[src/rename_pkg.sv]
// rename package with architectural register type, zero register and default sizes
package rename_pkg;

	// ==============================
	// architectural register file
	// ==============================
	localparam int NUM_AREGS = 32;           // integer aregs seen by decode

	typedef logic [4:0] arch_reg_t;          // areg index

	localparam arch_reg_t ZERO_REG = 5'd31;  // hardwired zero, never renamed

	// ==============================
	// default sizes
	// ==============================
	// all powers of two with preg count above NUM_AREGS
	localparam int PREG_COUNT_DEF = 64;      // physical regs
	localparam int ROB_DEPTH_DEF  = 16;      // rob entries
	localparam int IQ_CREDITS_DEF = 4;       // iq slots granted after reset

endpackage : rename_pkg
[src/rename_core.sv]
// rename core top level joining map table, free list, rob and dispatch
`timescale 1ns/1ps

module rename_core #(
	parameter int PREG_COUNT = rename_pkg::PREG_COUNT_DEF,
	parameter int ROB_DEPTH  = rename_pkg::ROB_DEPTH_DEF,
	parameter int IQ_CREDITS = rename_pkg::IQ_CREDITS_DEF
) (
	input  logic                          clk,
	input  logic                          rst_i,

	// decoded instruction in
	input  logic                          inst_valid_i,
	input  rename_pkg::arch_reg_t         inst_dest_i,
	input  rename_pkg::arch_reg_t         inst_src_a_i,
	input  rename_pkg::arch_reg_t         inst_src_b_i,
	output logic                          inst_accept_o,

	// issue queue, credit based
	input  logic                          iq_credit_i,
	output logic                          iq_valid_o,
	output logic [$clog2(PREG_COUNT)-1:0] iq_dest_preg_o,
	output logic [$clog2(PREG_COUNT)-1:0] iq_old_preg_o,
	output logic [$clog2(PREG_COUNT)-1:0] iq_src_a_preg_o,
	output logic                          iq_src_a_rdy_o,
	output logic [$clog2(PREG_COUNT)-1:0] iq_src_b_preg_o,
	output logic                          iq_src_b_rdy_o,
	output logic [$clog2(ROB_DEPTH)-1:0]  iq_rob_idx_o,

	// completion broadcast
	input  logic                          complete_valid_i,
	input  logic [$clog2(ROB_DEPTH)-1:0]  complete_rob_idx_i,
	input  logic [$clog2(PREG_COUNT)-1:0] complete_preg_i,

	// committed mapping
	output logic                          retire_valid_o,
	output rename_pkg::arch_reg_t         retire_areg_o,
	output logic [$clog2(PREG_COUNT)-1:0] retire_preg_o
);
	localparam int TAG_W = $clog2(PREG_COUNT);
	localparam int IDX_W = $clog2(ROB_DEPTH);

	logic             alloc_has_dest;  // accept with real dest
	logic [TAG_W-1:0] fl_head_preg;    // tnew
	logic             fl_empty;
	logic [TAG_W-1:0] map_src_a_preg;
	logic [TAG_W-1:0] map_src_b_preg;
	logic [TAG_W-1:0] map_old_preg;    // told
	logic             map_src_a_rdy;
	logic             map_src_b_rdy;
	logic [IDX_W-1:0] rob_tail_idx;
	logic             rob_full;
	logic             rob_free_valid;
	logic [TAG_W-1:0] rob_free_preg;

	// ==============================
	// map table and free list
	// ==============================
	rename_map #(.PREG_COUNT(PREG_COUNT)) i_rename_map (
		.clk              (clk),
		.rst_i            (rst_i),
		.alloc_i          (inst_accept_o),
		.alloc_has_dest_i (alloc_has_dest),
		.dest_areg_i      (inst_dest_i),
		.src_a_areg_i     (inst_src_a_i),
		.src_b_areg_i     (inst_src_b_i),
		.new_preg_i       (fl_head_preg),
		.complete_valid_i (complete_valid_i),
		.complete_preg_i  (complete_preg_i),
		.src_a_preg_o     (map_src_a_preg),
		.src_b_preg_o     (map_src_b_preg),
		.old_preg_o       (map_old_preg),
		.src_a_rdy_o      (map_src_a_rdy),
		.src_b_rdy_o      (map_src_b_rdy)
	);

	free_list #(.PREG_COUNT(PREG_COUNT)) i_free_list (
		.clk         (clk),
		.rst_i       (rst_i),
		.pop_i       (alloc_has_dest),
		.push_i      (rob_free_valid),   // told from retire
		.push_preg_i (rob_free_preg),
		.head_preg_o (fl_head_preg),
		.empty_o     (fl_empty)
	);

	// ==============================
	// reorder buffer
	// ==============================
	rob #(
		.PREG_COUNT (PREG_COUNT),
		.ROB_DEPTH  (ROB_DEPTH)
	) i_rob (
		.clk                (clk),
		.rst_i              (rst_i),
		.alloc_i            (inst_accept_o),
		.alloc_has_dest_i   (alloc_has_dest),
		.alloc_areg_i       (inst_dest_i),
		.alloc_new_preg_i   (fl_head_preg),
		.alloc_old_preg_i   (map_old_preg),
		.complete_valid_i   (complete_valid_i),
		.complete_rob_idx_i (complete_rob_idx_i),
		.tail_idx_o         (rob_tail_idx),
		.full_o             (rob_full),
		.retire_valid_o     (retire_valid_o),
		.retire_areg_o      (retire_areg_o),
		.retire_preg_o      (retire_preg_o),
		.free_valid_o       (rob_free_valid),
		.free_preg_o        (rob_free_preg)
	);

	// ==============================
	// dispatch
	// ==============================
	rename_dispatch #(
		.PREG_COUNT (PREG_COUNT),
		.ROB_DEPTH  (ROB_DEPTH),
		.IQ_CREDITS (IQ_CREDITS)
	) i_rename_dispatch (
		.clk              (clk),
		.rst_i            (rst_i),
		.inst_valid_i     (inst_valid_i),
		.inst_dest_i      (inst_dest_i),
		.free_empty_i     (fl_empty),
		.rob_full_i       (rob_full),
		.free_preg_i      (fl_head_preg),
		.src_a_preg_i     (map_src_a_preg),
		.src_b_preg_i     (map_src_b_preg),
		.old_preg_i       (map_old_preg),
		.src_a_rdy_i      (map_src_a_rdy),
		.src_b_rdy_i      (map_src_b_rdy),
		.rob_idx_i        (rob_tail_idx),
		.iq_credit_i      (iq_credit_i),
		.inst_accept_o    (inst_accept_o),
		.alloc_has_dest_o (alloc_has_dest),
		.iq_valid_o       (iq_valid_o),
		.iq_dest_preg_o   (iq_dest_preg_o),
		.iq_old_preg_o    (iq_old_preg_o),
		.iq_src_a_preg_o  (iq_src_a_preg_o),
		.iq_src_a_rdy_o   (iq_src_a_rdy_o),
		.iq_src_b_preg_o  (iq_src_b_preg_o),
		.iq_src_b_rdy_o   (iq_src_b_rdy_o),
		.iq_rob_idx_o     (iq_rob_idx_o)
	);

endmodule : rename_core

[src/rename_dispatch.sv]
// dispatch decision, issue queue credit counter and registered iq output
`timescale 1ns/1ps

module rename_dispatch #(
	parameter int PREG_COUNT = rename_pkg::PREG_COUNT_DEF,
	parameter int ROB_DEPTH  = rename_pkg::ROB_DEPTH_DEF,
	parameter int IQ_CREDITS = rename_pkg::IQ_CREDITS_DEF
) (
	input  logic                          clk,
	input  logic                          rst_i,

	input  logic                          inst_valid_i,
	input  rename_pkg::arch_reg_t         inst_dest_i,

	input  logic                          free_empty_i,   // free list
	input  logic                          rob_full_i,     // rob
	input  logic [$clog2(PREG_COUNT)-1:0] free_preg_i,
	input  logic [$clog2(PREG_COUNT)-1:0] src_a_preg_i,   // map table
	input  logic [$clog2(PREG_COUNT)-1:0] src_b_preg_i,
	input  logic [$clog2(PREG_COUNT)-1:0] old_preg_i,
	input  logic                          src_a_rdy_i,
	input  logic                          src_b_rdy_i,
	input  logic [$clog2(ROB_DEPTH)-1:0]  rob_idx_i,
	input  logic                          iq_credit_i,    // one slot back

	output logic                          inst_accept_o,  // also the alloc strobe
	output logic                          alloc_has_dest_o,

	output logic                          iq_valid_o,
	output logic [$clog2(PREG_COUNT)-1:0] iq_dest_preg_o,
	output logic [$clog2(PREG_COUNT)-1:0] iq_old_preg_o,
	output logic [$clog2(PREG_COUNT)-1:0] iq_src_a_preg_o,
	output logic                          iq_src_a_rdy_o,
	output logic [$clog2(PREG_COUNT)-1:0] iq_src_b_preg_o,
	output logic                          iq_src_b_rdy_o,
	output logic [$clog2(ROB_DEPTH)-1:0]  iq_rob_idx_o
);
	import rename_pkg::*;

	localparam int CRD_W = $clog2(IQ_CREDITS + 1);

	logic             has_dest;
	logic             credit_ok;
	logic [CRD_W-1:0] credit_q;  // free iq slots

	// ==============================
	// stall decision
	// ==============================
	assign has_dest  = (inst_dest_i != ZERO_REG);
	assign credit_ok = (credit_q != '0);

	// zero reg dest needs no free tag
	assign inst_accept_o = inst_valid_i && credit_ok && !rob_full_i &&
		(!free_empty_i || !has_dest);
	assign alloc_has_dest_o = inst_accept_o && has_dest;  // pops the free list

	// credit spent at accept, returned by the iq
	always_ff @(posedge clk) begin
		if (rst_i) begin
			credit_q <= CRD_W'(IQ_CREDITS);
		end else begin
			case ({inst_accept_o, iq_credit_i})
				2'b10:   credit_q <= credit_q - 1'b1;
				2'b01:   credit_q <= credit_q + 1'b1;
				default: credit_q <= credit_q;
			endcase
		end
	end

	// ==============================
	// iq output register
	// ==============================
	always_ff @(posedge clk) begin
		if (rst_i) begin
			iq_valid_o <= 1'b0;
		end else begin
			iq_valid_o <= inst_accept_o;  // one pulse per accept
		end
	end

	always_ff @(posedge clk) begin
		if (inst_accept_o) begin
			iq_dest_preg_o  <= has_dest ? free_preg_i : '0;
			iq_old_preg_o   <= old_preg_i;
			iq_src_a_preg_o <= src_a_preg_i;
			iq_src_a_rdy_o  <= src_a_rdy_i;
			iq_src_b_preg_o <= src_b_preg_i;
			iq_src_b_rdy_o  <= src_b_rdy_i;
			iq_rob_idx_o    <= rob_idx_i;
		end
	end

	// iq never returns more credits than it was given
	a_credit_range: assert property (@(posedge clk) disable iff (rst_i)
		credit_q <= CRD_W'(IQ_CREDITS))
		else $error("iq credit count above limit");

endmodule : rename_dispatch

[src/rob.sv]
// reorder buffer with old tags, completion marking and in-order retirement
`timescale 1ns/1ps

module rob #(
	parameter int PREG_COUNT = rename_pkg::PREG_COUNT_DEF,
	parameter int ROB_DEPTH  = rename_pkg::ROB_DEPTH_DEF
) (
	input  logic                          clk,
	input  logic                          rst_i,

	input  logic                          alloc_i,
	input  logic                          alloc_has_dest_i,
	input  rename_pkg::arch_reg_t         alloc_areg_i,
	input  logic [$clog2(PREG_COUNT)-1:0] alloc_new_preg_i,  // tnew
	input  logic [$clog2(PREG_COUNT)-1:0] alloc_old_preg_i,  // told

	input  logic                          complete_valid_i,
	input  logic [$clog2(ROB_DEPTH)-1:0]  complete_rob_idx_i,

	output logic [$clog2(ROB_DEPTH)-1:0]  tail_idx_o,        // idx for next dispatch
	output logic                          full_o,

	output logic                          retire_valid_o,
	output rename_pkg::arch_reg_t         retire_areg_o,
	output logic [$clog2(PREG_COUNT)-1:0] retire_preg_o,
	output logic                          free_valid_o,      // told back to free list
	output logic [$clog2(PREG_COUNT)-1:0] free_preg_o
);
	import rename_pkg::*;

	localparam int TAG_W = $clog2(PREG_COUNT);
	localparam int IDX_W = $clog2(ROB_DEPTH);
	localparam int CNT_W = IDX_W + 1;

	// entry fields
	arch_reg_t            areg_q     [ROB_DEPTH];
	logic [TAG_W-1:0]     new_preg_q [ROB_DEPTH];
	logic [TAG_W-1:0]     old_preg_q [ROB_DEPTH];
	logic [ROB_DEPTH-1:0] has_dest_q;
	logic [ROB_DEPTH-1:0] done_q;

	logic [IDX_W-1:0] head_q;
	logic [IDX_W-1:0] tail_q;
	logic [CNT_W-1:0] count_q;
	logic             retire_now;  // head done this cycle
	logic [IDX_W-1:0] comp_ofs;    // completing entry's distance from head

	assign tail_idx_o = tail_q;
	assign full_o     = (count_q == CNT_W'(ROB_DEPTH));
	assign retire_now = (count_q != '0) && done_q[head_q];
	assign comp_ofs   = complete_rob_idx_i - head_q;

	// ==============================
	// entry storage
	// ==============================
	always_ff @(posedge clk) begin
		if (alloc_i) begin
			areg_q[tail_q]     <= alloc_areg_i;
			new_preg_q[tail_q] <= alloc_new_preg_i;
			old_preg_q[tail_q] <= alloc_old_preg_i;
			has_dest_q[tail_q] <= alloc_has_dest_i;
			done_q[tail_q]     <= 1'b0;  // fresh entry
		end
		if (complete_valid_i) begin
			done_q[complete_rob_idx_i] <= 1'b1;
		end
	end

	// ==============================
	// pointers and retire strobe
	// ==============================
	always_ff @(posedge clk) begin
		if (rst_i) begin
			head_q         <= '0;
			tail_q         <= '0;
			count_q        <= '0;
			retire_valid_o <= 1'b0;
			free_valid_o   <= 1'b0;
		end else begin
			if (alloc_i) begin
				tail_q <= tail_q + 1'b1;
			end
			if (retire_now) begin
				head_q <= head_q + 1'b1;
			end
			case ({alloc_i, retire_now})
				2'b10:   count_q <= count_q + 1'b1;
				2'b01:   count_q <= count_q - 1'b1;
				default: count_q <= count_q;
			endcase
			retire_valid_o <= retire_now;
			free_valid_o   <= retire_now && has_dest_q[head_q];  // zero reg frees nothing
		end
	end

	// retiring entry payload
	always_ff @(posedge clk) begin
		if (retire_now) begin
			retire_areg_o <= areg_q[head_q];
			retire_preg_o <= has_dest_q[head_q] ? new_preg_q[head_q] : '0;
			free_preg_o   <= old_preg_q[head_q];
		end
	end

	a_no_alloc_full: assert property (@(posedge clk) disable iff (rst_i)
		alloc_i |-> !full_o)
		else $error("rob alloc while full");

	// completion must hit a dispatched entry that is still pending
	a_comp_live: assert property (@(posedge clk) disable iff (rst_i)
		complete_valid_i |-> ((CNT_W'(comp_ofs) < count_q) && !done_q[complete_rob_idx_i]))
		else $error("completion to dead or done rob entry");

endmodule : rob

[src/free_list.sv]
// free list as a circular queue of free physical register tags
`timescale 1ns/1ps

module free_list #(
	parameter int PREG_COUNT = rename_pkg::PREG_COUNT_DEF
) (
	input  logic                          clk,
	input  logic                          rst_i,

	input  logic                          pop_i,        // dispatch with dest
	input  logic                          push_i,       // told from rob retire
	input  logic [$clog2(PREG_COUNT)-1:0] push_preg_i,

	output logic [$clog2(PREG_COUNT)-1:0] head_preg_o,  // next tnew
	output logic                          empty_o
);
	import rename_pkg::*;

	localparam int TAG_W   = $clog2(PREG_COUNT);
	localparam int CNT_W   = TAG_W + 1;
	localparam int FL_INIT = PREG_COUNT - NUM_AREGS;  // tags above the aregs

	logic [TAG_W-1:0] fifo_q [PREG_COUNT];  // tag storage
	logic [TAG_W-1:0] head_q;
	logic [TAG_W-1:0] tail_q;
	logic [CNT_W-1:0] count_q;

	assign head_preg_o = fifo_q[head_q];
	assign empty_o     = (count_q == '0);

	// ==============================
	// queue state
	// ==============================
	always_ff @(posedge clk) begin
		if (rst_i) begin
			// preload in ascending order
			for (int i = 0; i < FL_INIT; i++) begin
				fifo_q[i] <= TAG_W'(NUM_AREGS + i);
			end
			head_q  <= '0;
			tail_q  <= TAG_W'(FL_INIT);
			count_q <= CNT_W'(FL_INIT);
		end else begin
			if (pop_i) begin
				head_q <= head_q + 1'b1;
			end
			if (push_i) begin
				fifo_q[tail_q] <= push_preg_i;  // poppable next cycle
				tail_q         <= tail_q + 1'b1;
			end
			case ({push_i, pop_i})
				2'b10:   count_q <= count_q + 1'b1;
				2'b01:   count_q <= count_q - 1'b1;
				default: count_q <= count_q;   // both or neither
			endcase
		end
	end

	// dispatch must see empty before popping
	a_no_pop_empty: assert property (@(posedge clk) disable iff (rst_i)
		pop_i |-> !empty_o)
		else $error("free list popped while empty");

	// more free tags than non-arch pregs means a double free upstream
	a_no_push_full: assert property (@(posedge clk) disable iff (rst_i)
		push_i |-> (count_q < CNT_W'(FL_INIT)))
		else $error("free list pushed while full");

endmodule : free_list

[src/rename_map.sv]
// rename map table from areg to preg plus per-preg ready bits
`timescale 1ns/1ps

module rename_map #(
	parameter int PREG_COUNT = rename_pkg::PREG_COUNT_DEF
) (
	input  logic                          clk,
	input  logic                          rst_i,

	input  logic                          alloc_i,          // dispatch fires
	input  logic                          alloc_has_dest_i, // dest is a real reg
	input  rename_pkg::arch_reg_t         dest_areg_i,
	input  rename_pkg::arch_reg_t         src_a_areg_i,
	input  rename_pkg::arch_reg_t         src_b_areg_i,
	input  logic [$clog2(PREG_COUNT)-1:0] new_preg_i,       // tnew from free list head

	input  logic                          complete_valid_i, // completion broadcast
	input  logic [$clog2(PREG_COUNT)-1:0] complete_preg_i,

	output logic [$clog2(PREG_COUNT)-1:0] src_a_preg_o,
	output logic [$clog2(PREG_COUNT)-1:0] src_b_preg_o,
	output logic [$clog2(PREG_COUNT)-1:0] old_preg_o,       // told to rob
	output logic                          src_a_rdy_o,
	output logic                          src_b_rdy_o
);
	import rename_pkg::*;

	localparam int TAG_W = $clog2(PREG_COUNT);

	logic [TAG_W-1:0]      map_q [NUM_AREGS]; // speculative map
	logic [PREG_COUNT-1:0] ready_q;           // one bit per preg

	// ==============================
	// lookups
	// ==============================
	assign src_a_preg_o = map_q[src_a_areg_i];
	assign src_b_preg_o = map_q[src_b_areg_i];
	assign old_preg_o   = map_q[dest_areg_i];  // read before the new write lands

	// completion in this cycle already counts as ready
	assign src_a_rdy_o = ready_q[src_a_preg_o] |
		(complete_valid_i && (complete_preg_i == src_a_preg_o));
	assign src_b_rdy_o = ready_q[src_b_preg_o] |
		(complete_valid_i && (complete_preg_i == src_b_preg_o));

	// ==============================
	// table update
	// ==============================
	always_ff @(posedge clk) begin
		if (rst_i) begin
			for (int r = 0; r < NUM_AREGS; r++) begin
				map_q[r] <= TAG_W'(r);  // identity map
			end
			ready_q <= '1;              // arch values all present
		end else begin
			if (complete_valid_i) begin
				ready_q[complete_preg_i] <= 1'b1;
			end
			if (alloc_i && alloc_has_dest_i) begin
				map_q[dest_areg_i]  <= new_preg_i;
				ready_q[new_preg_i] <= 1'b0;  // producer not done yet
			end
		end
	end

	// zero reg is never a dest so its preg stays ready forever
	a_zero_rdy: assert property (@(posedge clk) disable iff (rst_i)
		ready_q[map_q[ZERO_REG]])
		else $error("ready bit of zero reg mapping cleared");

endmodule : rename_map

[config.mk]
export PLATFORM = sky130hd
export DESIGN_NAME = rename_core
export DESIGN_NICKNAME = d
export VERILOG_FILES = /design/src/rename_pkg.sv /design/src/rename_core.sv /design/src/rename_dispatch.sv /design/src/rob.sv /design/src/free_list.sv /design/src/rename_map.sv
export SDC_FILE = /design/constraint.sdc
export NUM_CORES = 2
export LEC_CHECK = 0
export BUFFER_PORTS_ARGS = -buffer_cell sky130_fd_sc_hd__buf_2
export CAP_MARGIN = 20
export CORE_UTILIZATION = 59
export CTS_BUF_LIST = sky130_fd_sc_hd__clkbuf_2 sky130_fd_sc_hd__clkbuf_4 sky130_fd_sc_hd__clkbuf_8
export DETAILED_ROUTE_END_ITERATION = 10
export GPL_TIMING_DRIVEN = 0
export PLACE_DENSITY = 0.78
export SYNTH_ARGS = -nofsm -noshare
export SYNTH_HDL_FRONTEND = slang
export SYNTH_SLANG_ARGS = --single-unit
[constraint.sdc]
create_clock -name clk -period 5.1 [get_ports clk]
set_input_delay 0.765 -clock clk [delete_from_list [all_inputs] [get_ports clk]]
set_output_delay 0.765 -clock clk [all_outputs]
set_load 0.01 [all_outputs]
==> key figures <==
STA
  – Fin Clk Skew: 60.4 ps
  – Setup violators final: 0
  – Min Clock Period, post-route: 4840 ps
  – RSZ-0062 raised after global routing: false
  – Final worst slack: 255 ps
  – Measured slew at the worst slew-check pin: 1170 ps
  – Slew HR: 0.214
  – Final hold vios: 0
  – Final Cycle Share: 0.950
  – Fmax: 206 MHz
  – Slew Viols, Final: 0

Critical path
  – CP top delay family: buffers and inverters
  – CP max stage delay: 740 ps
  – Cell chain of the critical path: clkbuf_1 > clkbuf_1 > mux4_2 > mux4_2 > mux2_2 > o21ai_2 > inv_1 > nor2_1 > nand2_1 > o32a_1
  – Worst Setup Start Kind: flip-flop
  – Worst Path Max Fanout: 18
  – Crit path buffers/inverters: 3
  – Crit path arrival time: 5540 ps
  – Crit-path slowest cell: clkbuf_1
  – Critical Path RT: 5790 ps
  – R2R cell count: 10
  – Critical path class: reg -> reg
  – Setup crit end kind: flip-flop
  – Critical R2R Capture: i_rename_map.ready_q[60]
  – Crit. path cell count: 10
  – R2R Setup Slk: 260 ps

Global route
  – Vias in the first global route: 31.7k
  – M1 GR Usage: 0.476
  – Met3 Usage GRT: 0.122
  – Largest net degree at the start of global routing: 29
  – First-pass GRT wire length: 208000 um
  – Initial antenna violation count: 5
  – Grt met2 use: 0.530
  – Total gr overflow: 0
  – GRT Total Usage: 0.356
  – Most used routing layer: met2

Floorplan
  – Site row count: 103
  – Die W: 285 um
  – Die area: 81400 um^2
  – Die Y: 285 um
  – IO Count: 74
  – Core ar.: 79300 um^2
  – Initial Util: 0.598

Detailed routing
  – TritonRoute pass-1 iters: 7
  – Residual DRC: 0
  – Starting DRC count in detailed routing: 5098
  – Final WL: 144000 um
  – Routed len/inst: 30.7 um
  – Vias/cell: 6.92
  – Antenna Nets Post-Route: 0
  – Via count: 32.5k

Cells and area
  – Nets: 3549
  – Area delta synth->final: 12.5%
  – Utilization after layout: 0.672
  – Fill cells: 5444
  – Layout cells sized above 1: 0.217

Placement
  – Port bufs: 64
  – DPL Wire Length: 100000 um
  – Pre-CTS WS: -1080 ps
  – Placer Congestion: 1.06

Synth
  – #FFs+latches synth: 1035
  – Yosys warning total: 0
  – Synth Instances: 3221
  – Unique masters post-synth: 62
  – Area of the mapped netlist: 47400 um^2
  – Post-synth EDFFs: 911
  – Share of flip-flops with an asynchronous set or reset: 0
  – Avg Cell Area, Syn: 14.7 um^2
  – Seq/Total Area, Yosys: 0.630
  – Main synth FF type: edfxtp_1

Outcome
  – Outcome: complete, no violations

Hold path
  – Worst Hold Class: in -> reg
  – Hold EP: i_rob.done_q[12]
  – Hold_sp: complete_rob_idx_i[0]
  – Hold-critical path depth: 2

Power and ir drop
  – Comb pwr share: 0.196
  – P_sw: 0.00633 W
  – Clock share of power: 0.342
  – Sequential share of power: 0.463
  – Worst vdd ir: 0.260 mV
  – Sw frac: 0.292
  – Power Internal: 0.0153 W
  – Leakage Power: 16.7 nW
  – Power Density: 406 nW/um^2

CTS
  – Htree depth: 4
  – CTS tree: done
  – Num CTS Buffers: 163
  – Clk sinks: 1035
  – Clk slew on worst S/H paths: 70 ps
  – CTS Root Cell: clkbuf_8
  – Longest Clk Path Bufs: 3
  – Clk_lat worst skew: 850 ps

Run
  – Max cap viols: 0
## power by group through the flow
stage	registers (W)	logic, W	clock network [W]
floorplan	0.0102	0.00247	0
global placement	0.0102	0.00384	0
detailed placement	0.0102	0.00409	0
CTS	0.0100	0.00411	0.00739
global route	0.0100	0.00441	0.00775
finish	0.0100	0.00424	0.00739
## how the worst max path moves through the flow
stage | to | slack [ps]
after detailed placement | i_free_list.count_q[6] | -1080
final | i_rename_map.ready_q[60] | 260
after global routing | i_free_list.count_q[6] | 80
after global placement | i_rob.done_q[3] | -3000
after CTS | i_free_list.count_q[6] | 50
after floorplan | i_rob.done_q[3] | 180
## sequential cells by signal, summed over array words and instances, names as in the netlist, 7 cells and up, named ones only
register,flops
i_rob.done_q,16
i_rob.old_preg_q,96
i_free_list.count_q,7
i_rename_map.map_q,192
i_rob.new_preg_q,96
i_rename_map.ready_q,64
i_rob.areg_q,80
i_rob.has_dest_q,16
i_free_list.fifo_q,384
## per-stage QoR
stage / area, um^2 / cells / power, W / hold WS, ps / TNS, ps
after detailed placement: 49700 / 4377 / 0.0143 / 423 / -29360
after CTS: 53200 / 4676 / 0.0215 / 178 / 0
after global routing: 53300 / 4689 / 0.0222 / 238 / 0
final: 53300 / 4689 / 0.0217 / 233 / 0
after global placement: 49000 / 4339 / 0.0141 / 416 / -729060
after floorplan: 47400 / 3225 / 0.0126 / 406 / 0
## cell type report
cell class,count,area [um^2],share of cell area
sequential,1035,29800,0.560
inverter,33,131,0.00247
antenna,3,7.51,0.000141
clock buffer,230,2820,0.0530
timing repair buffer,112,1060,0.0199
tap,1050,1310,0.0247
multi-input combinational,1902,16400,0.308
clock inverter,69,593,0.0111
buffer,254,1080,0.0203
timing repair inverter,1,5.00,0.0000939
## placed cells by master (no fill, tap or decap), drive strengths merged, types with 17 or more instances in the layout
| master | n |
|---|---|
| clkbuf | 429 |
| mux2i | 103 |
| dfxtp | 124 |
| a41oi | 17 |
| mux2 | 31 |
| a21oi | 40 |
| a22oi | 60 |
| xor2 | 24 |
| nor2 | 336 |
| clkinv | 50 |
| or3 | 97 |
| o21ai | 171 |
| nand2 | 232 |
| mux4 | 306 |
| nand3 | 165 |
| buf | 167 |
| and2 | 70 |
| nor3 | 33 |
| a221oi | 19 |
| o32a | 64 |
| inv | 36 |
| edfxtp | 911 |
## cell usage after synthesis (all sizes together), types with 17 or more instances
cell | number | area share
edfxtp | 911 | 0.58
nor2 | 336 | 0.027
mux4 | 306 | 0.15
nand2 | 232 | 0.018
clkbuf | 197 | 0.016
o21ai | 171 | 0.018
nand3 | 165 | 0.018
dfxtp | 124 | 0.052
mux2i | 103 | 0.022
or3 | 97 | 0.013
and2 | 70 | 0.0094
o32a | 64 | 0.014
a22oi | 60 | 0.0095
buf | 58 | 0.0072
a21oi | 40 | 0.0042
nor3 | 33 | 0.0035
inv | 31 | 0.0025
mux2 | 31 | 0.0077
xor2 | 24 | 0.0044
a221oi | 19 | 0.0035
a41oi | 17 | 0.0031
## what timing repair did
action / CTS / global route
setup buffers: 1 / 1
gates resized for setup: 7 / 2
hold buffers: 0 / 0
pin swaps: 0 / 0
cloned: 0 / 1
endpoints found under the setup margin: 51 / 27
## worst register-to-register path: cells and delay by family, from the launching register on
| family | cells | cell delay (ps) |
|---|---|---|
| AO/OA/AOI/OAI | 2 | 870 |
| flip-flops | 1 | 330 |
| AND/OR/NAND/NOR | 2 | 690 |
| multiplexers | 3 | 1290 |
| buffers and inverters | 3 | 1550 |
## kinds of logic after synthesis
logic type / count (synthesis) / share of synthesized area
adders and majority gates: 17 / 0.00481
muxes: 440 / 0.177
xor gates and xnor gates: 39 / 0.00721
AOI/OAI and AO/OA: 394 / 0.0558
other: 2 / 0.000159
buffers and inverters: 288 / 0.0254
DFF: 1035 / 0.630
and+or+nand+nor: 1006 / 0.0995
## routing by layer
| metal | share of wire | routed length, um |
|---|---|---|
| met1 | 0.35 | 51000 |
| met2 | 0.45 | 64800 |
| met3 | 0.15 | 21200 |
| met4 | 0.048 | 6970 |
| met5 | 0.00037 | 53 |
(Power assumes the default switching activity.)
